===== src/logic/ooo_pkg.sv =====
package ooo_pkg;

    localparam int XLEN       = 32;             // Data path width
    localparam int NUM_REGS   = 32;             // Architectural registers
    localparam int ROB_DEPTH  = 16;             // Reorder buffer entries
    localparam int TAG_W      = 4;              // Entry index width
    localparam int MUL_STAGES = 3;              // Multiplier pipeline depth
    localparam int DIV_CYCLES = 32;             // One quotient bit per step
    localparam int DIV_CNT_W  = 6;              // Holds DIV_CYCLES

    localparam logic [6:0] OPC_OP     = 7'h33;  // Register-register
    localparam logic [6:0] OPC_OP_IMM = 7'h13;  // Register-immediate

    localparam logic [6:0] F7_BASE   = 7'h00;
    localparam logic [6:0] F7_SUB    = 7'h20;
    localparam logic [6:0] F7_MULDIV = 7'h01;   // M extension group

    localparam logic [2:0] F3_ADD  = 3'b000;
    localparam logic [2:0] F3_XOR  = 3'b100;
    localparam logic [2:0] F3_AND  = 3'b111;
    localparam logic [2:0] F3_MUL  = 3'b000;
    localparam logic [2:0] F3_DIVU = 3'b101;
    localparam logic [2:0] F3_REMU = 3'b111;

    typedef enum logic [1:0] {ALU_ADD, ALU_SUB, ALU_AND, ALU_XOR} alu_op_e;

    typedef enum logic [1:0] {UNIT_ALU, UNIT_MUL, UNIT_DIV} unit_e;

    typedef struct packed {
        logic [6:0] funct7;
        logic [4:0] rs2;
        logic [4:0] rs1;
        logic [2:0] funct3;
        logic [4:0] rd;
        logic [6:0] opcode;
    } r_fmt_t;

    typedef struct packed {
        logic [11:0] imm;                       // Overlays funct7 and rs2
        logic [4:0]  rs1;
        logic [2:0]  funct3;
        logic [4:0]  rd;
        logic [6:0]  opcode;
    } i_fmt_t;

    typedef union packed {
        r_fmt_t r;
        i_fmt_t i;
    } inst_u;

endpackage

===== src/logic/ooo_ifs.sv =====
`timescale 1ns/1ps

interface alloc_if;
    logic                      valid;  // Dispatch claims an entry
    logic [4:0]                dest;   // Destination register of the claim
    logic                      full;   // No free entry
    logic [ooo_pkg::TAG_W-1:0] tag;    // Current tail, the entry handed out

    modport disp (
        output valid,
        output dest,
        input  full,
        input  tag
    );

    modport rob (
        input  valid,
        input  dest,
        output full,
        output tag
    );
endinterface

interface wb_if;
    logic                      done;   // One-cycle result pulse
    logic [ooo_pkg::TAG_W-1:0] tag;    // Entry the result belongs to
    logic [ooo_pkg::XLEN-1:0]  value;

    modport unit (
        output done,
        output tag,
        output value
    );

    modport rob (
        input done,
        input tag,
        input value
    );
endinterface


===== src/logic/reorder_buffer.sv =====
`timescale 1ns/1ps

module reorder_buffer (
    input  logic                      clk,
    input  logic                      rst,
    alloc_if.rob                      alloc,
    wb_if.rob                         wb_alu,
    wb_if.rob                         wb_mul,
    wb_if.rob                         wb_div,
    output logic                      commit_valid,
    output logic [ooo_pkg::TAG_W-1:0] commit_tag,
    output logic [4:0]                commit_dest,
    output logic [ooo_pkg::XLEN-1:0]  commit_value
);

    logic [ooo_pkg::ROB_DEPTH-1:0] ent_valid;                 // Entry holds an instruction
    logic [ooo_pkg::ROB_DEPTH-1:0] ent_ready;                 // Result has arrived
    logic [4:0]                    ent_dest  [ooo_pkg::ROB_DEPTH];
    logic [ooo_pkg::XLEN-1:0]      ent_value [ooo_pkg::ROB_DEPTH];
    logic [ooo_pkg::TAG_W-1:0]     head;                      // Oldest entry
    logic [ooo_pkg::TAG_W-1:0]     tail;                      // Next free entry
    logic [ooo_pkg::TAG_W:0]       count;                     // Occupancy, one bit wider
    logic                          do_alloc;
    logic                          do_commit;

    assign do_alloc   = alloc.valid && !alloc.full;
    assign do_commit  = ent_valid[head] && ent_ready[head];  // Strictly in order
    assign alloc.full = count == (ooo_pkg::TAG_W + 1)'(ooo_pkg::ROB_DEPTH);
    assign alloc.tag  = tail;

    always_ff @(posedge clk or posedge rst) begin
        if (rst) begin
            ent_valid    <= '0;
            ent_ready    <= '0;
            head         <= '0;
            tail         <= '0;
            count        <= '0;
            commit_valid <= 1'b0;
        end else begin
            if (do_alloc) begin
                ent_valid[tail] <= 1'b1;
                ent_ready[tail] <= 1'b0;
                tail            <= tail + 1'b1;               // Depth is a power of two
            end
            if (wb_alu.done) begin
                ent_ready[wb_alu.tag] <= 1'b1;
            end
            if (wb_mul.done) begin
                ent_ready[wb_mul.tag] <= 1'b1;
            end
            if (wb_div.done) begin
                ent_ready[wb_div.tag] <= 1'b1;
            end
            if (do_commit) begin
                ent_valid[head] <= 1'b0;
                head            <= head + 1'b1;
            end
            commit_valid <= do_commit;                        // Single pulse per entry
            case ({do_alloc, do_commit})
                2'b10:   count <= count + 1'b1;
                2'b01:   count <= count - 1'b1;
                default: count <= count;                      // Both or neither
            endcase
        end
    end

    always_ff @(posedge clk) begin
        if (do_alloc) begin
            ent_dest[tail] <= alloc.dest;
        end
        if (wb_alu.done) begin
            ent_value[wb_alu.tag] <= wb_alu.value;
        end
        if (wb_mul.done) begin
            ent_value[wb_mul.tag] <= wb_mul.value;
        end
        if (wb_div.done) begin
            ent_value[wb_div.tag] <= wb_div.value;
        end
        if (do_commit) begin
            commit_tag   <= head;
            commit_dest  <= ent_dest[head];
            // x0 discards its result, so it leaves as zero
            commit_value <= (ent_dest[head] == 5'd0) ? '0 : ent_value[head];
        end
    end

    // Units only answer for live entries, and each entry once
    a_wb_alu_live: assert property (@(posedge clk) disable iff (rst)
        wb_alu.done |-> ent_valid[wb_alu.tag] && !ent_ready[wb_alu.tag]);
    a_wb_mul_live: assert property (@(posedge clk) disable iff (rst)
        wb_mul.done |-> ent_valid[wb_mul.tag] && !ent_ready[wb_mul.tag]);
    a_wb_div_live: assert property (@(posedge clk) disable iff (rst)
        wb_div.done |-> ent_valid[wb_div.tag] && !ent_ready[wb_div.tag]);

endmodule


===== src/flat_wrapper.sv =====
// flat-port wrapper written by rule: the top's interface ports become plain ports
module reorder_buffer_flat 
  (clk, rst, commit_valid, commit_tag, commit_dest, commit_value, alloc_valid, alloc_dest, alloc_full, alloc_tag, wb_alu_done, wb_alu_tag, wb_alu_value, wb_mul_done, wb_mul_tag, wb_mul_value, wb_div_done, wb_div_tag, wb_div_value);
  alloc_if alloc_i ();
  wb_if wb_alu_i ();
  wb_if wb_mul_i ();
  wb_if wb_div_i ();
  input  logic clk;
  input  logic rst;
  output logic commit_valid;
  output logic [ooo_pkg::TAG_W-1:0] commit_tag;
  output logic [4:0] commit_dest;
  output logic [ooo_pkg::XLEN-1:0] commit_value;
  input wire logic [$bits(alloc_i.valid)-1:0] alloc_valid;
  input wire logic [$bits(alloc_i.dest)-1:0] alloc_dest;
  output wire logic [$bits(alloc_i.full)-1:0] alloc_full;
  output wire logic [$bits(alloc_i.tag)-1:0] alloc_tag;
  input wire logic [$bits(wb_alu_i.done)-1:0] wb_alu_done;
  input wire logic [$bits(wb_alu_i.tag)-1:0] wb_alu_tag;
  input wire logic [$bits(wb_alu_i.value)-1:0] wb_alu_value;
  input wire logic [$bits(wb_mul_i.done)-1:0] wb_mul_done;
  input wire logic [$bits(wb_mul_i.tag)-1:0] wb_mul_tag;
  input wire logic [$bits(wb_mul_i.value)-1:0] wb_mul_value;
  input wire logic [$bits(wb_div_i.done)-1:0] wb_div_done;
  input wire logic [$bits(wb_div_i.tag)-1:0] wb_div_tag;
  input wire logic [$bits(wb_div_i.value)-1:0] wb_div_value;
  assign alloc_i.valid = alloc_valid;
  assign alloc_i.dest = alloc_dest;
  assign alloc_full = alloc_i.full;
  assign alloc_tag = alloc_i.tag;
  assign wb_alu_i.done = wb_alu_done;
  assign wb_alu_i.tag = wb_alu_tag;
  assign wb_alu_i.value = wb_alu_value;
  assign wb_mul_i.done = wb_mul_done;
  assign wb_mul_i.tag = wb_mul_tag;
  assign wb_mul_i.value = wb_mul_value;
  assign wb_div_i.done = wb_div_done;
  assign wb_div_i.tag = wb_div_tag;
  assign wb_div_i.value = wb_div_value;
  reorder_buffer u_core (.clk(clk), .rst(rst), .alloc(alloc_i), .wb_alu(wb_alu_i), .wb_mul(wb_mul_i), .wb_div(wb_div_i), .commit_valid(commit_valid), .commit_tag(commit_tag), .commit_dest(commit_dest), .commit_value(commit_value));
endmodule

===== config.mk =====
export PLATFORM = sky130hd
export DESIGN_NAME = reorder_buffer_flat
export DESIGN_NICKNAME = d
export VERILOG_FILES = /design/src/logic/ooo_pkg.sv /design/src/logic/ooo_ifs.sv /design/src/logic/reorder_buffer.sv /design/src/flat_wrapper.sv
export SDC_FILE = /design/constraint.sdc
export NUM_CORES = 2
export LEC_CHECK = 0
export ABC_AREA = 1
export BUFFER_PORTS_ARGS = -buffer_cell sky130_fd_sc_hd__buf_2
export CAP_MARGIN = 40
export CORE_ASPECT_RATIO = 1.1
export CORE_MARGIN = 2
export CORE_UTILIZATION = 37
export DETAILED_ROUTE_END_ITERATION = 12
export PLACE_DENSITY = 0.58
export SETUP_SLACK_MARGIN = 0.4
export SLEW_MARGIN = 40
export SYNTH_ARGS = -nofsm -noshare
export SYNTH_HDL_FRONTEND = slang
export SYNTH_SLANG_ARGS = --single-unit

===== constraint.sdc =====
create_clock -name clk -period 5.8 [get_ports clk]
set_input_delay 0.29 -clock clk [delete_from_list [all_inputs] [get_ports clk]]
set_output_delay 0.29 -clock clk [all_outputs]
set_load 0.02 [all_outputs]

==> results by group <==
Outcome
  – Status: completed

Die
  – Row count: 122
  – Die height: 338 um
  – Ports: 166
  – Die ar.: 104000 um^2
  – Die Span X: 308 um
  – Initial Util: 37.3%
  – Core box area: 101000 um^2

Placed design
  – Routability congestion estimate: 0.862
  – Placement Setup Slack: 1.78 ns
  – DPL Wire Length: 81600 um
  – IO Port Bufs: 165
  – DP Area: 39400 um^2

Timing
  – F_max: 0.248 GHz
  – Worst-margin pin slew: 0.899 ns
  – RSZ-0062 raised after global routing: false
  – Min Clock Period, post-route: 4.04 ns
  – Setup TNS: 0 ns
  – Endpoints failing setup: 0
  – Fin. Hold Viols: 0
  – Skew final: 0.0313 ns
  – Minimum hold slack: 0.0422 ns
  – Final worst setup slack: 1.76 ns
  – Final period util: 69.6%
  – Relative slew slack: 40.1%
  – Max-slew violations: 0

Detailed routing
  – Detailed-route DRC error count: 0
  – Post-DRT Antenna Nets: 0
  – Via density per instance: 6.01
  – Drt initial violations: 4185
  – TritonRoute pass-1 iters: 8
  – Detailed Route WL: 142000 um
  – Vias: 33.5k
  – Drt wl/cell: 25.5 um

Min path
  – Hold Crit Class: input port to flip-flop

Final layout
  – Nets: 4323
  – Area Growth Syn to Fin: 12.1%
  – Most common cell after layout, fill and taps aside: nand2_1
  – Final Cell Area: 42000 um^2
  – Share of post-route cells with drive strength above 1: 9.69%
  – Most frequent cells in the layout: nand2_1 (946), o21ai_0 (761), edfxtp_1 (633), o211ai_1 (515), nor2_1 (405)

Global route
  – Initial antenna violation count: 17
  – Vias in the first global route: 31.0k
  – GR Util met2: 43.7%
  – Grt met1 use: 34.7%
  – GR Overflow Total: 0
  – Gr busiest metal: met2
  – First-pass GRT wire length: 207000 um
  – Total GRT Usage: 26.8%
  – Met3 usage: 5.15%
  – Largest net degree at the start of global routing: 143

Synthesis
  – Synth cell types: 33
  – Synth Cell Area: 37500 um^2
  – Yosys warns: 0
  – Post-synthesis cell count: 4285
  – Syn Nets: 4415
  – Sequential element share of the synthesized area: 53.8%
  – Yosys reg bits: 679
  – Syn avg cell area: 8.75 um^2

Setup path
  – WS Path Type: flip-flop to flip-flop
  – CP Capture Type: flip-flop
  – Crit-path max FO: 103
  – Startpoint Class: flip-flop
  – CP Data Required Time: 6.37 ns
  – Arrival @ worst endpoint: 4.61 ns

Clocking
  – Postcts setup bufs: 0
  – CTS Sinks: 679
  – CTS Root Cell: clkbuf_16
  – Worst-path clk slew: 0.06 ns
  – Post_cts resized: 0
  – Maximum root-to-sink buffer count: 3
  – CTS Buf Count: 77
  – CTS Hold Bufs: 2
  – CTS tree: done
  – Htree depth: 3
  – Clk_lat worst skew: 0.66 ns

Flow run
  – Max-Cap Viols: 0

Pwr
  – P_leak: 15.2 nW
  – Total Power: 11.6 mW
  – Worst vdd ir: 202 uV
  – Pwr dens: 276 nW/um^2
cell usage after synthesis:
cell type	number	area share, %
a21o_1	9	0.18
o21ai_1	44	0.59
buf_1	46	0.46
o22ai_1	128	2.1
xor2_1	7	0.16
buf_4	7	0.14
o211ai_1	515	10
nor2_2	2	0.033
nor2_1	417	4.2
ha_1	11	0.37
clkbuf_2	1	0.013
and3_1	1	0.017
nand3_1	64	0.85
a21oi_1	14	0.19
nor3b_1	1	0.020
nand2_1	968	9.7
and2_1	1	0.017
a21boi_0	1	0.020
clkbuf_1	296	3.0
inv_1	180	1.8
buf_2	62	0.83
edfxtp_1	633	51
nand4_1	3	0.050
xnor2_1	2	0.047
inv_4	1	0.017
nor3_1	5	0.067
a22oi_1	15	0.30
nand3b_1	3	0.060
dfrtp_1	46	3.1
clkinv_1	32	0.32
inv_2	1	0.010
buf_6	8	0.24
o21ai_0	761	10
power breakdown:
group	internal (mW)	total, mW	switching [mW]
sequential	5.61	5.66	0.0501
combinational	0.277	0.912	0.634
clock	2.92	5.04	2.13
layout make-up:
class | count | area [um^2]
Antenna cell | 11 | 27.5
Clock buffer | 101 | 2060
Clock inverter | 39 | 479
Fill cell | 9836 | 58600
Inverter | 214 | 823
Multi-Input combinational cell | 2972 | 15100
Sequential cell | 679 | 20200
Tap cell | 1302 | 1630
Timing Repair Buffer | 249 | 1720
layer usage:
metal / part of all wire, % / wire length, um
met5: 0.16 / 230
met4: 4.4 / 6270
met3: 9.9 / 14100
met2: 46 / 65400
met1: 39 / 55800
worst max-delay path, cell delays in order (launching register included):
cell and delay [ns]:
dfrtp_4 1.00, inv_8 0.48, nor2_1 0.21, o21ai_0 0.10
nand2_1 0.09, nand2_1 0.05, nand4_1 0.11, buf_4 0.26
nand2_1 0.12, inv_2 0.08, buf_6 0.51, ha_1 0.32
a21oi_1 0.11, nor2_1 0.14, a21oi_1 0.08, o21ai_0 0.10
xor2_1 0.16
worst paths after layout:
| kind | startpoint | to | slack, ns | cells after the start |
|---|---|---|---|---|
| hold reg to reg | u_core.ent_ready[8]$_DFF_PP0_ | u_core.ent_ready[8]$_DFF_PP0_ | 0.48 | 1 |
| setup reg to reg | u_core.head[1]$_DFFE_PP0N_ | u_core.count[4]$_DFFE_PP0P_ | 1.76 | 16 |
| hold / removal | alloc_dest[3] | u_core.ent_dest[1][3]$_DFFE_PP_ | 0.04 | 1 |
| min in group asynchronous | rst | u_core.count[2]$_DFFE_PP0P_ | 0.35 | 4 |
| max in group asynchronous | rst | u_core.head[0]$_DFFE_PP0N_ | 4.97 | 4 |
| setup / recovery | u_core.head[1]$_DFFE_PP0N_ | u_core.count[4]$_DFFE_PP0P_ | 1.76 | 16 |
state kept, by name, summed over array words and instances (netlist names):
| name | flops |
|---|---|
| u_core.ent_value | 512 |
| u_core.ent_dest | 80 |
| u_core.commit_value | 32 |
| u_core.ent_ready | 16 |
| u_core.ent_valid | 16 |
| u_core.commit_dest | 5 |
| u_core.count | 5 |
| u_core.alloc.tag | 4 |
| u_core.commit_tag | 4 |
| u_core.head | 4 |
| u_core.commit_valid | 1 |
logic make-up after synthesis:
group	share of synthesized area (%)
simple gates	15.0
fa+ha+maj	0.367
xor+xnor	0.210
compound gates	23.9
flops	53.8
buf+inv	6.79
per-stage QoR:
step	utilization, %	std cells
2_1_floorplan	-	4285
3_3_place_gp	38.8	5399
3_5_place_dp	39.1	5412
4_1_cts	41.7	5554
5_1_grt	41.8	5562
6_report	41.8	5567
Note: power is estimated with default switching activity, not from simulation.
