--- src/logic/ooo_pkg.sv ---
package ooo_pkg;

    localparam int XLEN       = 32;             // Data path width
    localparam int NUM_REGS   = 32;             // Architectural registers
    localparam int ROB_DEPTH  = 16;             // Reorder buffer entries
    localparam int TAG_W      = 4;              // Entry index width
    localparam int MUL_STAGES = 3;              // Multiplier pipeline depth
    localparam int DIV_CYCLES = 32;             // One quotient bit per step
    localparam int DIV_CNT_W  = 6;              // Holds DIV_CYCLES

    localparam logic [6:0] OPC_OP     = 7'h33;  // Register-register
    localparam logic [6:0] OPC_OP_IMM = 7'h13;  // Register-immediate

    localparam logic [6:0] F7_BASE   = 7'h00;
    localparam logic [6:0] F7_SUB    = 7'h20;
    localparam logic [6:0] F7_MULDIV = 7'h01;   // M extension group

    localparam logic [2:0] F3_ADD  = 3'b000;
    localparam logic [2:0] F3_XOR  = 3'b100;
    localparam logic [2:0] F3_AND  = 3'b111;
    localparam logic [2:0] F3_MUL  = 3'b000;
    localparam logic [2:0] F3_DIVU = 3'b101;
    localparam logic [2:0] F3_REMU = 3'b111;

    typedef enum logic [1:0] {ALU_ADD, ALU_SUB, ALU_AND, ALU_XOR} alu_op_e;

    typedef enum logic [1:0] {UNIT_ALU, UNIT_MUL, UNIT_DIV} unit_e;

    typedef struct packed {
        logic [6:0] funct7;
        logic [4:0] rs2;
        logic [4:0] rs1;
        logic [2:0] funct3;
        logic [4:0] rd;
        logic [6:0] opcode;
    } r_fmt_t;

    typedef struct packed {
        logic [11:0] imm;                       // Overlays funct7 and rs2
        logic [4:0]  rs1;
        logic [2:0]  funct3;
        logic [4:0]  rd;
        logic [6:0]  opcode;
    } i_fmt_t;

    typedef union packed {
        r_fmt_t r;
        i_fmt_t i;
    } inst_u;

endpackage
--- src/logic/ooo_ifs.sv ---
`timescale 1ns/1ps

interface alloc_if;
    logic                      valid;  // Dispatch claims an entry
    logic [4:0]                dest;   // Destination register of the claim
    logic                      full;   // No free entry
    logic [ooo_pkg::TAG_W-1:0] tag;    // Current tail, the entry handed out

    modport disp (
        output valid,
        output dest,
        input  full,
        input  tag
    );

    modport rob (
        input  valid,
        input  dest,
        output full,
        output tag
    );
endinterface


--- src/logic/dispatch_unit.sv ---
`timescale 1ns/1ps

module dispatch_unit (
    input  logic                      clk,
    input  logic                      rst,
    input  logic                      inst_valid,
    input  logic [31:0]               inst_word,
    output logic                      inst_ready,
    alloc_if.disp                     alloc,
    output logic                      alu_start,
    output ooo_pkg::alu_op_e          alu_op,
    output logic [ooo_pkg::XLEN-1:0]  alu_a,
    output logic [ooo_pkg::XLEN-1:0]  alu_b,
    output logic [ooo_pkg::TAG_W-1:0] alu_tag,
    output logic                      mul_start,
    output logic [ooo_pkg::XLEN-1:0]  mul_a,
    output logic [ooo_pkg::XLEN-1:0]  mul_b,
    output logic [ooo_pkg::TAG_W-1:0] mul_tag,
    output logic                      div_start,
    output logic                      div_rem,
    output logic [ooo_pkg::XLEN-1:0]  div_a,
    output logic [ooo_pkg::XLEN-1:0]  div_b,
    output logic [ooo_pkg::TAG_W-1:0] div_tag,
    input  logic                      div_busy,
    input  logic                      commit_valid,
    input  logic [ooo_pkg::TAG_W-1:0] commit_tag,
    input  logic [4:0]                commit_dest,
    input  logic [ooo_pkg::XLEN-1:0]  commit_value
);

    ooo_pkg::inst_u            inst;
    ooo_pkg::unit_e            unit;
    logic                      is_op;
    logic                      is_imm;
    logic                      accept;
    logic                      rs1_busy;
    logic                      rs2_busy;
    logic [ooo_pkg::XLEN-1:0]  regs  [ooo_pkg::NUM_REGS];    // Architectural state
    logic [ooo_pkg::NUM_REGS-1:0] busy;                       // Waiting for a commit
    logic [ooo_pkg::TAG_W-1:0] owner [ooo_pkg::NUM_REGS];    // Youngest writer's entry
    logic [ooo_pkg::XLEN-1:0]  src_a;
    logic [ooo_pkg::XLEN-1:0]  src_b;

    assign inst   = inst_word;
    assign is_op  = inst.r.opcode == ooo_pkg::OPC_OP;
    assign is_imm = inst.i.opcode == ooo_pkg::OPC_OP_IMM;

    always_comb begin
        unit = ooo_pkg::UNIT_ALU;
        if (is_op && inst.r.funct7 == ooo_pkg::F7_MULDIV) begin
            if (inst.r.funct3 == ooo_pkg::F3_MUL) begin
                unit = ooo_pkg::UNIT_MUL;
            end else if (inst.r.funct3 == ooo_pkg::F3_DIVU ||
                         inst.r.funct3 == ooo_pkg::F3_REMU) begin
                unit = ooo_pkg::UNIT_DIV;
            end
        end
    end

    always_comb begin
        alu_op = ooo_pkg::ALU_ADD;                            // addi and add
        if (is_op && inst.r.funct7 == ooo_pkg::F7_SUB && inst.r.funct3 == ooo_pkg::F3_ADD) begin
            alu_op = ooo_pkg::ALU_SUB;
        end else if (is_op && inst.r.funct7 == ooo_pkg::F7_BASE) begin
            if (inst.r.funct3 == ooo_pkg::F3_XOR) begin
                alu_op = ooo_pkg::ALU_XOR;
            end else if (inst.r.funct3 == ooo_pkg::F3_AND) begin
                alu_op = ooo_pkg::ALU_AND;
            end
        end
    end

    assign rs1_busy   = busy[inst.r.rs1];
    assign rs2_busy   = is_op && busy[inst.r.rs2];            // addi has no rs2
    assign inst_ready = !alloc.full && !rs1_busy && !rs2_busy &&
                        !(unit == ooo_pkg::UNIT_DIV && div_busy);
    assign accept     = inst_valid && inst_ready;

    assign alloc.valid = accept;
    assign alloc.dest  = inst.r.rd;

    assign src_a = (inst.r.rs1 == 5'd0) ? '0 : regs[inst.r.rs1];
    assign src_b = is_imm ? {{(ooo_pkg::XLEN - 12){inst.i.imm[11]}}, inst.i.imm}
                 : (inst.r.rs2 == 5'd0) ? '0 : regs[inst.r.rs2];

    assign alu_start = accept && unit == ooo_pkg::UNIT_ALU;
    assign mul_start = accept && unit == ooo_pkg::UNIT_MUL;
    assign div_start = accept && unit == ooo_pkg::UNIT_DIV;
    assign div_rem   = inst.r.funct3 == ooo_pkg::F3_REMU;
    assign alu_a     = src_a;
    assign alu_b     = src_b;
    assign mul_a     = src_a;
    assign mul_b     = src_b;
    assign div_a     = src_a;
    assign div_b     = src_b;
    assign alu_tag   = alloc.tag;
    assign mul_tag   = alloc.tag;
    assign div_tag   = alloc.tag;

    always_ff @(posedge clk or posedge rst) begin
        if (rst) begin
            busy <= '0;
            for (int i = 0; i < ooo_pkg::NUM_REGS; i++) begin
                regs[i] <= '0;
            end
        end else begin
            if (commit_valid && commit_dest != 5'd0) begin
                regs[commit_dest] <= commit_value;
                if (owner[commit_dest] == commit_tag) begin
                    busy[commit_dest] <= 1'b0;                // Only the newest writer frees it
                end
            end
            if (accept && inst.r.rd != 5'd0) begin
                busy[inst.r.rd] <= 1'b1;                      // Overrides a same-edge clear
            end
        end
    end

    always_ff @(posedge clk) begin
        if (accept && inst.r.rd != 5'd0) begin
            owner[inst.r.rd] <= alloc.tag;
        end
    end

    a_legal_opcode: assert property (@(posedge clk) disable iff (rst)
        accept |-> is_op || is_imm);

endmodule

--- src/flat_wrapper.sv ---
// flat-port wrapper written by rule: the top's interface ports become plain ports
module dispatch_unit_flat 
  (clk, rst, inst_valid, inst_word, inst_ready, alu_start, alu_op, alu_a, alu_b, alu_tag, mul_start, mul_a, mul_b, mul_tag, div_start, div_rem, div_a, div_b, div_tag, div_busy, commit_valid, commit_tag, commit_dest, commit_value, alloc_valid, alloc_dest, alloc_full, alloc_tag);
  alloc_if alloc_i ();
  input  logic clk;
  input  logic rst;
  input  logic inst_valid;
  input  logic [31:0] inst_word;
  output logic inst_ready;
  output logic alu_start;
  output ooo_pkg::alu_op_e alu_op;
  output logic [ooo_pkg::XLEN-1:0] alu_a;
  output logic [ooo_pkg::XLEN-1:0] alu_b;
  output logic [ooo_pkg::TAG_W-1:0] alu_tag;
  output logic mul_start;
  output logic [ooo_pkg::XLEN-1:0] mul_a;
  output logic [ooo_pkg::XLEN-1:0] mul_b;
  output logic [ooo_pkg::TAG_W-1:0] mul_tag;
  output logic div_start;
  output logic div_rem;
  output logic [ooo_pkg::XLEN-1:0] div_a;
  output logic [ooo_pkg::XLEN-1:0] div_b;
  output logic [ooo_pkg::TAG_W-1:0] div_tag;
  input  logic div_busy;
  input  logic commit_valid;
  input  logic [ooo_pkg::TAG_W-1:0] commit_tag;
  input  logic [4:0] commit_dest;
  input  logic [ooo_pkg::XLEN-1:0] commit_value;
  output wire logic [$bits(alloc_i.valid)-1:0] alloc_valid;
  output wire logic [$bits(alloc_i.dest)-1:0] alloc_dest;
  input wire logic [$bits(alloc_i.full)-1:0] alloc_full;
  input wire logic [$bits(alloc_i.tag)-1:0] alloc_tag;
  assign alloc_valid = alloc_i.valid;
  assign alloc_dest = alloc_i.dest;
  assign alloc_i.full = alloc_full;
  assign alloc_i.tag = alloc_tag;
  dispatch_unit u_core (.clk(clk), .rst(rst), .inst_valid(inst_valid), .inst_word(inst_word), .inst_ready(inst_ready), .alloc(alloc_i), .alu_start(alu_start), .alu_op(alu_op), .alu_a(alu_a), .alu_b(alu_b), .alu_tag(alu_tag), .mul_start(mul_start), .mul_a(mul_a), .mul_b(mul_b), .mul_tag(mul_tag), .div_start(div_start), .div_rem(div_rem), .div_a(div_a), .div_b(div_b), .div_tag(div_tag), .div_busy(div_busy), .commit_valid(commit_valid), .commit_tag(commit_tag), .commit_dest(commit_dest), .commit_value(commit_value));
endmodule
--- config.mk ---
export PLATFORM = sky130hd
export DESIGN_NAME = dispatch_unit_flat
export DESIGN_NICKNAME = d
export VERILOG_FILES = /design/src/logic/ooo_pkg.sv /design/src/logic/ooo_ifs.sv /design/src/logic/dispatch_unit.sv /design/src/flat_wrapper.sv
export SDC_FILE = /design/constraint.sdc
export NUM_CORES = 2
export LEC_CHECK = 0
export BUFFER_PORTS_ARGS = -buffer_cell sky130_fd_sc_hd__clkbuf_2
export CAP_MARGIN = 20
export CORE_MARGIN = 2
export CORE_UTILIZATION = 25
export DETAILED_ROUTE_END_ITERATION = 8
export HOLD_SLACK_MARGIN = 0.15
export PLACE_DENSITY_LB_ADDON = 0.05
export RECOVER_POWER = 100
export SYNTH_ARGS = -nofsm -noshare
export SYNTH_HDL_FRONTEND = slang
export SYNTH_SLANG_ARGS = --single-unit
--- constraint.sdc ---
create_clock -name clk -period 89.9 [get_ports clk]
set_input_delay 8.99 -clock clk [delete_from_list [all_inputs] [get_ports clk]]
set_output_delay 8.99 -clock clk [all_outputs]
set_load 0.1 [all_outputs]
==> metrics.md <==
| Metric | Value |
|---|---|
| CP required | `80.91 ns` |
| Critical Path Fanout Max | `80` |
| Post-synthesis cell type count | `59` |
| Peak VDD IR | `0.0214 mV` |
| Synth top area share | `42.2%` |
| Post-cts repair resize count | `0` |
| Cts hold-fix bufs | `0` |
| Hold Startpoint | `u_core.regs[996]` |
| Area leader, netlist | `dfrtp_1` |
| Avg Inst Size Synth | `15.9 µm²` |
| Vias per inst | `5.00` |
| DR pass1 iterations | `5` |
| Top_reg_cell synth | `dfrtp_1` |
| Pin count of the biggest net entering global routing | `139` |
| Nets | `4020` |
| Clock Skews | `0.0236 ns` |
| Max Freq | `26.5 MHz` |
| RSZ-0062 raised after global routing | `no` |
| Ranking of synthesized cells by area | `dfrtp_1 42%, mux4_2 23%, mux2_2 18%` |
| Iter 0 DRT Violations | `2255` |
| DRC | `0` |
| Area Overhead vs Synth | `13.4%` |
| IO Port Bufs | `299` |
| Relative slew margins | `-428%` |
| Seq pwr share | `37.8%` |
| TritonCTS clock tree | `yes` |
| Multi-input logic area | `0.0294 mm²` |
| Max-slew violations | `2856` |
| Antenna violations before repair | `19` |
| Register area share after synthesis | `48.3%` |
| Clock Sinks | `1184` |
| Post-synthesis register bit count | `1184` |
| Total design power | `1.83 mW` |
| TritonCTS Buffers | `158` |
| Worst-skew pair later-pin latency | `0.80 ns` |
| GRT Overall Usage | `18.3%` |
| Failing checks | `capacitance limit, slew limit` |
| CTS H-tree depth | `4` |
| Sw Share | `34.4%` |
| Number of routed nets with antenna violations | `0` |
| Pwr Density | `25.8 mW/mm²` |
| Initial Util | `25.2%` |
| Run status | `complete, but fails checks` |
| Final setup TNS | `0 ns` |
| EDFF count, synth | `128` |
| WP data arrival | `28.71 ns` |
| Area of the mapped netlist | `0.0626 mm²` |
| Register Area | `0.0303 mm²` |
| Gr ovfl total | `0` |
| Vias in the first global route | `39000` |
| Fin worst setup slack | `52.20 ns` |
| R2R cell count | `7` |
| Root Buffer | `clkbuf_16` |
| Chip width | `504 µm` |
| Commonest non-fill, non-tap cell in the layout | `dfrtp_1` |
| Routability Congestion | `0.719` |
| Worst slew pin tran | `7.91 ns` |
| Asr flop ratio synth | `89.2%` |
| FF-to-FF End | `u_core.owner[1][2]` |
| Commonest non-fill, non-tap cells in the layout | `1056 x dfrtp_1, 995 x mux2_2, 649 x mux4_2` |
| Final Hold Vio Count | `0` |
| Hold Crit Depth | `0` |
| Worst r2r src | `u_core.busy[15]` |
| Max cap viols | `84` |
| Final WL | `234 mm` |
| Tmin final | `37.70 ns` |
| CORE AREA | `0.249 mm²` |
| CTS clk-pin slew, worst paths | `0.05 ns` |
| Combinational power share | `27.2%` |
| Post-Place Setup Slack | `66.38 ns` |
| Post-Route Utilization | `28.5%` |
| Final Cycle Share | `41.9%` |
| Final setup vio count | `0` |
| Syn Inst Count | `3950` |
| Internal power | `1.20 mW` |
| Setup crit start kind | `input port` |
| Avg WL per Cell | `31.7 µm` |
| Postcts setup bufs | `0` |
| Final HPWL DP | `129 mm` |
| # IOs | `300` |
| DIE AREA | `0.254 mm²` |
| Clock power share | `35.0%` |
| CTS Buffer Depth | `3` |
| Switch Pwr | `630 µW` |
| Worst min-delay path category | `flip-flop to flip-flop` |
| Rows | `183` |
| Share of layout cells above drive strength 1 | `49.4%` |
| Placed cell areas | `0.0667 mm²` |
| Die height | `504 µm` |
| Yosys warnings | `0` |
| Fillers | `25000` |
| R2r setup slk | `85.61 ns` |
| Fin area | `0.0710 mm²` |
| First-pass GRT wire length | `331 mm` |
| Setup CP Type | `input port to primary output` |
| Crit. End Element | `primary output` |
| Leak | `29.0 nW` |
| Vias | `37000` |
| Hold EP | `u_core.regs[996]` |
## layout make-up
cell class,instances,area share [%]
multi-input cells,2157,41.4
flip-flops and latches,1184,42.6
diodes,4,0.0141
clock buffers,246,6.81
inverters,43,0.233
repair buffers,393,2.49
well taps,3330,5.87
clock inverters,39,0.527
## cells in the mapped netlist, types with 5 or more instances
library cell  count
nor4_1           11
xor2_1            5
nand3_1          15
mux2_2          995
nor3_1           33
o22ai_1          33
nand2b_1          5
nand2_1          43
mux2i_1         136
o211ai_1          6
o21ai_0          62
or4bb_1           6
a32oi_1           6
inv_1            42
nor3b_1           6
dfrtp_1        1056
mux4_2          649
buf_4           152
edfxtp_1        128
or3_1             5
clkbuf_1        295
a22oi_1          13
nor2_1           58
nand3b_1          6
buf_2            44
buf_1            73
## power groups by stage
| stage | combinational, mW | clock (mW) | sequential (mW) |
|---|---|---|---|
| after CTS | 0.510 | 0.664 | 0.690 |
| after detailed placement | 0.509 | 0 | 0.700 |
| after floorplan | 0.442 | 0 | 0.679 |
| after global placement | 0.505 | 0 | 0.700 |
| after global routing | 0.523 | 0.685 | 0.704 |
| final | 0.497 | 0.640 | 0.692 |
## cell families (layout without fill, tap and decap cells)
| logic type | Yosys count | count (layout) | share of synthesized area, % |
|---|---|---|---|
| AO/OA/AOI/OAI | 142 | 142 | 1.45 |
| XOR/XNOR | 6 | 6 | 0.0839 |
| buffers and inverters | 612 | 721 | 4.72 |
| flip-flops | 1184 | 1184 | 48.3 |
| multiplexers | 1781 | 1781 | 43.5 |
| other | 1 | 8 | 0.00599 |
| AND/OR/NAND/NOR | 224 | 224 | 1.94 |
## metrics by stage
stage	cells	hold WS, ns
after floorplan	3953	0.425
after global placement	7103	0.368
after detailed placement	7106	0.373
after CTS	7391	0.384
after global routing	7393	0.396
final	7396	0.380
## worst max-delay path: stages
cell and delay [ns]:
clkbuf_1 2.61, clkbuf_1 5.39, clkbuf_1 5.85, clkbuf_1 3.01
mux4_2 0.76, mux4_2 0.49, mux2i_1 0.53, o21ai_0 0.26
clkbuf_1 0.58
## worst max path at each step
stage	startpoint	end	slack, ns	cells past startpoint
final	inst_word[20]	div_b[18]	52.20	9
after global routing	inst_word[20]	alu_b[18]	49.32	9
after CTS	inst_word[15]	mul_a[24]	66.39	9
after detailed placement	inst_word[15]	mul_a[24]	66.38	9
after global placement	inst_word[15]	alu_a[24]	66.41	9
after floorplan	rst	u_core.busy[0]	51.19	1
## flip-flops by register name, summed over array words and instances (netlist names)
register      cells
u_core.owner    128
u_core.busy      32
u_core.regs    1024
## metal layers
layer	vias up	GRT usage (%)	part of all wire [%]	wire [µm]
met5	-	0	0.015	35
met4	6	3.82	1.8	4290
met3	233	2.72	3.7	8620
met2	794	27.9	45	106000
met1	20800	27.3	49	116000
li1	15200	-	-	-
Power figures use the tool's default switching activity.
