`src/logic/ooo_pkg.sv`:
```
package ooo_pkg;

    localparam int XLEN       = 32;             // Data path width
    localparam int NUM_REGS   = 32;             // Architectural registers
    localparam int ROB_DEPTH  = 16;             // Reorder buffer entries
    localparam int TAG_W      = 4;              // Entry index width
    localparam int MUL_STAGES = 3;              // Multiplier pipeline depth
    localparam int DIV_CYCLES = 32;             // One quotient bit per step
    localparam int DIV_CNT_W  = 6;              // Holds DIV_CYCLES

    localparam logic [6:0] OPC_OP     = 7'h33;  // Register-register
    localparam logic [6:0] OPC_OP_IMM = 7'h13;  // Register-immediate

    localparam logic [6:0] F7_BASE   = 7'h00;
    localparam logic [6:0] F7_SUB    = 7'h20;
    localparam logic [6:0] F7_MULDIV = 7'h01;   // M extension group

    localparam logic [2:0] F3_ADD  = 3'b000;
    localparam logic [2:0] F3_XOR  = 3'b100;
    localparam logic [2:0] F3_AND  = 3'b111;
    localparam logic [2:0] F3_MUL  = 3'b000;
    localparam logic [2:0] F3_DIVU = 3'b101;
    localparam logic [2:0] F3_REMU = 3'b111;

    typedef enum logic [1:0] {ALU_ADD, ALU_SUB, ALU_AND, ALU_XOR} alu_op_e;

    typedef enum logic [1:0] {UNIT_ALU, UNIT_MUL, UNIT_DIV} unit_e;

    typedef struct packed {
        logic [6:0] funct7;
        logic [4:0] rs2;
        logic [4:0] rs1;
        logic [2:0] funct3;
        logic [4:0] rd;
        logic [6:0] opcode;
    } r_fmt_t;

    typedef struct packed {
        logic [11:0] imm;                       // Overlays funct7 and rs2
        logic [4:0]  rs1;
        logic [2:0]  funct3;
        logic [4:0]  rd;
        logic [6:0]  opcode;
    } i_fmt_t;

    typedef union packed {
        r_fmt_t r;
        i_fmt_t i;
    } inst_u;

endpackage
```
`src/logic/ooo_ifs.sv`:
```


interface wb_if;
    logic                      done;   // One-cycle result pulse
    logic [ooo_pkg::TAG_W-1:0] tag;    // Entry the result belongs to
    logic [ooo_pkg::XLEN-1:0]  value;

    modport unit (
        output done,
        output tag,
        output value
    );

    modport rob (
        input done,
        input tag,
        input value
    );
endinterface

```
`src/logic/mul_pipe.sv`:
```
`timescale 1ns/1ps

module mul_pipe (
    input  logic                      clk,
    input  logic                      rst,
    input  logic                      start,
    input  logic [ooo_pkg::XLEN-1:0]  a,
    input  logic [ooo_pkg::XLEN-1:0]  b,
    input  logic [ooo_pkg::TAG_W-1:0] tag,
    wb_if.unit                        wb
);

    logic [ooo_pkg::MUL_STAGES-1:0] vld;                      // One bit per stage
    logic [ooo_pkg::TAG_W-1:0]      tag_q [ooo_pkg::MUL_STAGES];
    logic [ooo_pkg::XLEN-1:0]       a_q;
    logic [ooo_pkg::XLEN-1:0]       b_q;
    logic [ooo_pkg::XLEN-1:0]       lo_q;                     // a_lo * b, low word
    logic [15:0]                    hi_q;                     // a_hi * b_lo, only low half counts
    logic [ooo_pkg::XLEN-1:0]       prod_q;

    always_ff @(posedge clk or posedge rst) begin
        if (rst) begin
            vld <= '0;
        end else begin
            vld <= {vld[ooo_pkg::MUL_STAGES-2:0], start};
        end
    end

    always_ff @(posedge clk) begin
        tag_q[0] <= tag;
        for (int s = 1; s < ooo_pkg::MUL_STAGES; s++) begin
            tag_q[s] <= tag_q[s-1];
        end
        a_q    <= a;                                          // Stage 1 operands
        b_q    <= b;
        lo_q   <= {16'b0, a_q[15:0]} * b_q;                   // Stage 2 partial products
        hi_q   <= a_q[31:16] * b_q[15:0];
        prod_q <= lo_q + {hi_q, 16'b0};                       // Stage 3 sum, mod 2^32
    end

    assign wb.done  = vld[ooo_pkg::MUL_STAGES-1];
    assign wb.tag   = tag_q[ooo_pkg::MUL_STAGES-1];
    assign wb.value = prod_q;

endmodule

```
`src/flat_wrapper.sv`:
```
// flat-port wrapper written by rule: the top's interface ports become plain ports
module mul_pipe_flat 
  (clk, rst, start, a, b, tag, wb_done, wb_tag, wb_value);
  wb_if wb_i ();
  input  logic clk;
  input  logic rst;
  input  logic start;
  input  logic [ooo_pkg::XLEN-1:0] a;
  input  logic [ooo_pkg::XLEN-1:0] b;
  input  logic [ooo_pkg::TAG_W-1:0] tag;
  output wire logic [$bits(wb_i.done)-1:0] wb_done;
  output wire logic [$bits(wb_i.tag)-1:0] wb_tag;
  output wire logic [$bits(wb_i.value)-1:0] wb_value;
  assign wb_done = wb_i.done;
  assign wb_tag = wb_i.tag;
  assign wb_value = wb_i.value;
  mul_pipe u_core (.clk(clk), .rst(rst), .start(start), .a(a), .b(b), .tag(tag), .wb(wb_i));
endmodule
```
`config.mk`:
```
export PLATFORM = sky130hd
export DESIGN_NAME = mul_pipe_flat
export DESIGN_NICKNAME = d
export VERILOG_FILES = /design/src/logic/ooo_pkg.sv /design/src/logic/ooo_ifs.sv /design/src/logic/mul_pipe.sv /design/src/flat_wrapper.sv
export SDC_FILE = /design/constraint.sdc
export NUM_CORES = 1
export LEC_CHECK = 0
export BUFFER_PORTS_ARGS = -buffer_cell sky130_fd_sc_hd__buf_2
export CAP_MARGIN = 25
export CELL_PAD_IN_SITES_DETAIL_PLACEMENT = 1
export CELL_PAD_IN_SITES_GLOBAL_PLACEMENT = 2
export CORE_MARGIN = 1
export CORE_UTILIZATION = 44
export CTS_CLUSTER_SIZE = 16
export DETAILED_ROUTE_END_ITERATION = 16
export GPL_ROUTABILITY_DRIVEN = 1
export PLACE_DENSITY = 0.95
export SYNTH_ARGS = -nofsm -noshare
export SYNTH_HDL_FRONTEND = slang
export SYNTH_SLANG_ARGS = --single-unit
```
`constraint.sdc`:
```
create_clock -name clk -period 13.9 [get_ports clk]
set_clock_uncertainty 0.1 [all_clocks]
set_input_delay 2.78 -clock clk [delete_from_list [all_inputs] [get_ports clk]]
set_output_delay 2.78 -clock clk [all_outputs]
set_load 0.01 [all_outputs]
```
==> run metrics, run 1 <==
antenna diode count=0; number of flops mapped to enable cells by yosys=0; Critical Path AT=7.01 ns; status=finished, final reports clean; Vias=13,900; hold-critical path endpoint=u_core.wb.value[9]$_DFF_P_; Yosys reg bits=between 150 and 200; Area growth, synth to finish=8.61%; Post-Route WL=52.9 mm; RSZ-0062 raised after global routing=false; initial DRC count=~640; RR Startpoint=u_core.b_q[7]$_DFF_P_; max-slew violation count=0; YS warnings=0; Slew @ Worst Pin=1.06 ns; Critical Path End Type=flop; CP max-delay cell=dfxtp_1; reg2reg setup slack=7.15 ns; worst hold path class=flop to flop; GRT Total Usage=0.252; Final setup viols=0; DRC Markers=0; initial antenna violation count=0; most frequent cell on the critical path=fa_1; Hold Startpoint=u_core.lo_q[9]$_DFF_P_; slowest stage delay, CP=approximately 1.0 ns; average wire per standard cell=19.2 µm; CTS buffer count=17; GP Congestion=0.878; number of H-tree levels=4; Pre-antenna DRT Iters=5; critical setup path kind=flop to flop; CTS clk-pin slew, worst paths=0.07 ns; clock tree sinks=159; first-pass GRT wire length=roughly 85 mm; Period Utilization, post-route=0.486; worst r2r path cells=21; Slew headroom=0.290; Initial Util=0.449; post-synthesis sequential area ratio=0.164; Std-Cell Rows=76; core area=43,400 µm²; MaxCap Viol Count=0; Fin. Hold Viols=0; Avg Vias per Cell=5.06; Post-synth ARST share=0.0189; Tmin final=6.75 ns; vias in the first global route=16,000; Avg Inst Size Synth=9.29 µm²; Gate Count Post-Synth=2,096; clk root buf=clkbuf_16; CTS tree=built; Reg-to-Reg End=u_core.lo_q[30]$_DFF_P_; Max Fclk=between 100 and 150 MHz; TNS Setup=0 ns; chip height=~210 µm; CP Launch Type=flop; Final Net Count=2,739; total grt overflow=0; # hold bufs at CTS=0; CP required=14.17 ns; Ports=approximately 110; Post-Syn Nets=roughly 2,700; Synth cell types=58; clock buffer depth=2; DIE AREA=around 45,000 µm²; CP max FO=25; post-CTS resize count=0; share of layout cells above drive strength 1=0.0813; Syn Std Cell Area=19,500 µm²; Main synth FF type=dfxtp_1; latest clock arrival within the worst-skew pair=0.48 ns; Die X-Extent=212 µm; Hold Path Depth=0; DPL Wire Length=40.9 mm; Routed Antenna Nets=0; largest net degree at the start of global routing=33; IO buf count=107; Critical Path, Cell by Cell=nand2_1 > fa_1 > inv_1 > fa_1 > inv_1 > fa_1 > inv_1 > fa_1 > fa_1 > inv_1 > fa_1 > inv_1 > ha_1 > o21a_1 > o21ai_0 > nand2b_1 > nand3_1 > o311ai_1 > nand2_1 > a2111o_1 > o311ai_1; post-CTS setup buffers=0
logic make-up (layout without fill, tap and decap cells):
logic type / Yosys count / in the layout / share of synthesized area
AOI/OAI and AO/OA: 119 / 119 / 0.0427
xor gates and xnor gates: 103 / 103 / 0.0463
adders and majority gates: 514 / 514 / 0.479
buffers and inverters: 569 / 639 / 0.111
DFF: 159 / 159 / 0.164
and+or+nand+nor: 632 / 632 / 0.157
final cells by class:
class | count | area [µm²]
fillers | 5029 | 22200
multi-input cells | 1368 | 14100
flip-flops and latches | 159 | 3200
inverters | 476 | 1790
well taps | 585 | 732
repair buffers | 132 | 723
clock buffers | 19 | 433
clock inverters | 12 | 161
worst max path at each step:
stage                          start                       to  slack [ns]  depth (start not counted)
6_report       u_core.b_q[7]$_DFF_P_  u_core.lo_q[30]$_DFF_P_        7.15                         21
5_1_grt        u_core.b_q[7]$_DFF_P_  u_core.lo_q[30]$_DFF_P_        6.95                         21
2_1_floorplan  u_core.a_q[2]$_DFF_P_  u_core.lo_q[31]$_DFF_P_        8.02                         21
3_5_place_dp   u_core.b_q[7]$_DFF_P_  u_core.lo_q[31]$_DFF_P_        7.24                         21
3_3_place_gp   u_core.b_q[7]$_DFF_P_  u_core.lo_q[31]$_DFF_P_        7.50                         21
4_1_cts        u_core.b_q[7]$_DFF_P_  u_core.lo_q[31]$_DFF_P_        7.20                         21
registers in the layout (all words and copies together) (netlist names):
signal / cells
u_core.vld: 3
u_core.lo_q: 32
u_core.hi_q: 16
u_core.wb.value: 32
u_core.a_q: 32
u_core.tag_q: 12
u_core.b_q: 32
synthesized netlist by cell type, drive strengths merged, types with 2 or more instances:
library cell | count | area (µm²)
o311a | 2 | 20.0
o21a | 9 | 67.6
or3 | 9 | 56.3
o21bai | 6 | 45.0
inv | 476 | 1790
nor2 | 19 | 71.3
and2 | 212 | 1330
clkbuf | 86 | 324
nand2 | 337 | 1260
xnor2 | 80 | 701
nand2b | 5 | 31.3
buf | 7 | 50.0
a21o | 14 | 105
a21boi | 2 | 15.0
nor3 | 17 | 90.1
a211o | 3 | 26.3
nor3b | 2 | 15.0
xor2 | 23 | 201
o31ai | 5 | 37.5
nand3 | 9 | 50.1
a31oi | 4 | 25.0
o211ai | 3 | 27.5
ha | 129 | 1610
dfxtp | 156 | 3120
nand3b | 3 | 22.5
o311ai | 3 | 26.3
dfrtp | 3 | 75.1
o21ai | 19 | 98.9
a211oi | 6 | 55.1
fa | 385 | 7710
nor2b | 3 | 18.8
and3 | 10 | 62.6
or2 | 2 | 12.5
nand4 | 2 | 12.5
a21oi | 34 | 181
per-stage QoR:
step	instance area, µm²	setup WS (ns)	cells	util	hold WS, ns
final	21100	7.15	2751	0.488	0.225
after global routing	21100	6.95	2751	0.488	0.230
after CTS	21100	7.20	2751	0.488	0.228
after detailed placement	20500	7.24	2720	0.474	0.213
after global placement	20500	7.50	2720	0.474	0.211
after floorplan	19500	8.02	2096	-	0.210
metal layers:
layer / wire [µm] / GRT usage
met5: 0 / 0
met4: 1110 / 0.0759
met3: 2530 / 0.0453
met2: 26400 / 0.434
met1: 22900 / 0.322
worst max-delay path: cells and delay by family (launching register included):
family | cells | cell delay, ns
adder cells (fa/ha/maj) | 7 | 3.43
AO/OA/AOI/OAI | 5 | 1.13
flip-flops | 1 | 1.02
AND/OR/NAND/NOR | 4 | 0.67
buffers and inverters | 5 | 0.28
cells in the final DEF (no fill, tap or decap), types with 4 or more instances in the layout:
| cell type | n |
|---|---|
| a211oi_1 | 4 |
| a21o_1 | 14 |
| a21oi_1 | 31 |
| a31oi_1 | 4 |
| and2_1 | 212 |
| and3_1 | 10 |
| buf_2 | 107 |
| buf_4 | 25 |
| clkbuf_16 | 17 |
| dfxtp_1 | 156 |
| fa_1 | 385 |
| ha_1 | 129 |
| inv_1 | 476 |
| nand2_1 | 337 |
| nand2b_1 | 5 |
| nand3_1 | 8 |
| nor2_1 | 19 |
| nor3_1 | 16 |
| o21a_1 | 9 |
| o21ai_0 | 10 |
| o21ai_1 | 8 |
| o21bai_1 | 6 |
| o31ai_1 | 5 |
| or3_1 | 9 |
| xnor2_1 | 80 |
| xor2_1 | 23 |
Power of run 1 is not shown: default switching activity piles up to over one toggle a cycle in this logic, so the estimate is an artifact.
==> run 2: changes to the inputs <==
--- a/config.mk
+++ b/config.mk
@@ -10,11 +10,11 @@
 export CELL_PAD_IN_SITES_DETAIL_PLACEMENT = 1
 export CELL_PAD_IN_SITES_GLOBAL_PLACEMENT = 2
 export CORE_MARGIN = 1
-export CORE_UTILIZATION = 44
+export CORE_UTILIZATION = 37
 export CTS_CLUSTER_SIZE = 16
 export DETAILED_ROUTE_END_ITERATION = 16
 export GPL_ROUTABILITY_DRIVEN = 1
-export PLACE_DENSITY = 0.95
+export PLACE_DENSITY = 0.9
 export SYNTH_ARGS = -nofsm -noshare
 export SYNTH_HDL_FRONTEND = slang
 export SYNTH_SLANG_ARGS = --single-unit
==> constraint.sdc (replaced) <==
create_clock -name clk -period 6.2 [get_ports clk]
set_clock_uncertainty 0.1 [all_clocks]
set_input_delay 1.24 -clock clk [delete_from_list [all_inputs] [get_ports clk]]
set_output_delay 1.24 -clock clk [all_outputs]
set_load 0.01 [all_outputs]
==> run 2 against run 1 <==
  * Non-clock buffer count is 72 higher
  * Design area is 4.6% higher
  * Via count is 2.1% higher
  * First-iteration DRC count is 12% lower
  * Utilization is 5.9 points lower
  * Flip-flop and latch count stayed put
  * Wire length is 5.8% higher
  * Clock-buffer cell count stayed put
  * Fmax is 11% higher
  * Register-to-register slack worse by 7.0 ns
  * Worst hold slack better by 0.0040 ns
==> run metrics, run 2 (same netlist as run 1, synthesis figures left out) <==
Hold Startpoint=u_core.tag_q[0][5]$_DFF_P_ (was u_core.lo_q[9]$_DFF_P_); core area=51,600 µm² (was 43,400 µm²); Avg Vias per Cell=4.87 (was 5.06); slowest stage delay, CP=0.56 ns (was 1.02 ns); average wire per standard cell=19.2 µm (about the same); DRC Markers=0 (unchanged); Slew headroom=0.567 (was 0.290); Max Fclk=165 MHz (was 148 MHz); placed insts=2,874 (was 2,720); Die X-Extent=231 µm (was 212 µm); RSZ-0062 raised after global routing=true (was false); Sequential Area=3240 µm² (was 3200 µm²); critical path startpoint=u_core.a_q[7]$_DFF_P_ (was u_core.b_q[7]$_DFF_P_); Post-Layout Cell Count=2,920 (was 2,751); met3 wire length=2.46 mm (was 2.53 mm); WHS=0.229 ns (was 0.225 ns); Slew @ Worst Pin=0.648 ns (was 1.06 ns); status=finished, final reports clean (unchanged); Area growth, synth to finish=13.6% (was 8.61%); reg2reg setup slack=0.13 ns (was 7.15 ns); clk root buf=clkbuf_16 (unchanged); most frequent cells in the layout=inv_1, fa_1, nand2_1 (unchanged); initial DRC count=560 (was 637); # hold bufs at CTS=0 (unchanged); IO buf count=107 (unchanged); CTS buffer count=17 (unchanged); Hold Path Depth=0 (unchanged); number of H-tree levels=4 (unchanged); clock tree sinks=159 (unchanged); total grt overflow=0 (unchanged); most frequent cell on the critical path=fa_1 (unchanged); Initial Util=0.377 (was 0.449); initial antenna violation count=2 (was 0); clock buffer depth=2 (unchanged); MaxCap Viol Count=0 (unchanged); critical setup path kind=flop to flop (unchanged); top layer reached by signal wires=met5 (was met4); largest net degree at the start of global routing=32 (was 33); Period Utilization, post-route=0.979 (was 0.486); CTS clk-pin slew, worst paths=0.07 ns (about the same); WL met2=28.2 mm (was 26.4 mm); Tmin final=6.07 ns (was 6.75 ns); Post-Route WL=56.0 mm (was 52.9 mm); latest clock arrival within the worst-skew pair=0.50 ns (was 0.48 ns); Std-Cell Rows=83 (was 76); fill cell count=5,949 (was 5,029); Fin. Hold Viols=0 (unchanged); Critical Path End Type=flop (unchanged); Vias=14,200 (was 13,900); Pre-antenna DRT Iters=4 (was 5); CP max-delay cell=fa_1 (was dfxtp_1); Setup WS pre-CTS=-0.149 ns (was 7.24 ns); CP Launch Type=flop (unchanged); Final setup viols=0 (unchanged); final worst slack=0.132 ns (was 7.15 ns); worst r2r path cells=22 (was 21); Routed Antenna Nets=0 (unchanged); CP max FO=15 (was 25); Final Net Count=2,811 (was 2,739); commonest non-fill, non-tap cell in the layout=inv_1 (unchanged); DPL Wire Length=44.8 mm (was 40.9 mm); Metal-1 WL=23.0 mm (was 22.9 mm); Critical Path, Cell by Cell=buf_12 > nand2_1 > fa_1 > inv_1 > fa_1 > inv_1 > fa_1 > inv_1 > fa_1 > fa_1 > inv_1 > fa_1 > inv_1 > ha_1 > a21oi_2 > o21ai_2 > a221o_1 > o211ai_2 > nand3_2 > a311oi_4 > a21oi_2 > xnor2_1 (was nand2_1 > fa_1 > inv_1 > fa_1 > inv_1 > fa_1 > inv_1 > fa_1 > fa_1 > inv_1 > fa_1 > inv_1 > ha_1 > o21a_1 > o21ai_0 > nand2b_1 > nand3_1 > o311ai_1 > nand2_1 > a2111o_1 > o311ai_1); first-pass GRT wire length=88.5 mm (was 85.5 mm); vias in the first global route=16,400 (was 16,000); footprint of the multi-input gates=14,100 µm² (about the same); CP required=6.48 ns (was 14.17 ns); GP Congestion=0.935 (was 0.878); share of layout cells above drive strength 1=0.124 (was 0.0813); max-slew violation count=0 (unchanged); CTS tree=built (unchanged); worst hold path class=flop to flop (unchanged); Util after Layout=0.429 (was 0.488); chip height=231 µm (was 212 µm); DIE AREA=53,500 µm² (was 45,100 µm²); RR Startpoint=u_core.a_q[7]$_DFF_P_ (was u_core.b_q[7]$_DFF_P_); GRT Total Usage=0.218 (was 0.252); Ports=108 (unchanged); Critical Path AT=6.35 ns (was 7.01 ns)
## run 2: changes by cell type in the layout (fill, tap and decap cells not counted), moves of 3 or more
cell and change:
inv_6 +4, clkinvlp_4 -3, buf_12 +11, dfxtp_2 +14, dfxtp_4 +7, dfxtp_1 -21, buf_4 +55, clkbuf_16 +7
## run 2: repair_timing
item                                   in CTS  in global routing
endpoints found under the hold margin       0                  0
gates resized for setup                     7                 29
pin swaps                                   0                  6
buffers inserted                            0                  7
setup endpoints to repair                   7                 11
cloned                                      0                  6
## run 2: worst max-delay path, delay by kind of cell (launching register included)
family	cells	cell delay (ns)
compound gates	6	1.32
xor+xnor	1	0.13
fa+ha+maj	7	3.35
buf+inv	6	0.43
flops	1	0.36
simple gates	2	0.22
## run 2: stage by stage
stage	cell area (µm²)	TNS, ns
CTS	21800	0
global route	22100	-0.127
global placement	21200	-0.0576
finish	22100	0
detailed placement	21200	-0.576
floorplan	19500	0
## run 2: layout make-up
type                            instances  share of cell area
Antenna cell                            1            0.000113
Clock inverter                         13             0.00617
Inverter                              476              0.0808
Multi-Input combinational cell       1368               0.639
Sequential cell                       159               0.147
Clock buffer                           19              0.0205
Timing Repair Buffer                  204              0.0681
Tap cell                              680              0.0385
## run 2: final timing paths
kind / end
hold reg to reg: u_core.tag_q[0][9]$_DFF_P_
setup / recovery: u_core.lo_q[31]$_DFF_P_
setup reg to reg: u_core.lo_q[31]$_DFF_P_
hold / removal: u_core.tag_q[0][9]$_DFF_P_
min in group asynchronous: u_core.vld[0]$_DFF_PP0_
max in group asynchronous: u_core.vld[1]$_DFF_PP0_
## run 2: metal layers
metal  GRT usage  up-vias
met5           0        -
met2       0.382      367
met1       0.258     7329
met4       0.100        2
met3      0.0381      128
li1            -     6384
Power of run 2 is left out for the same reason.
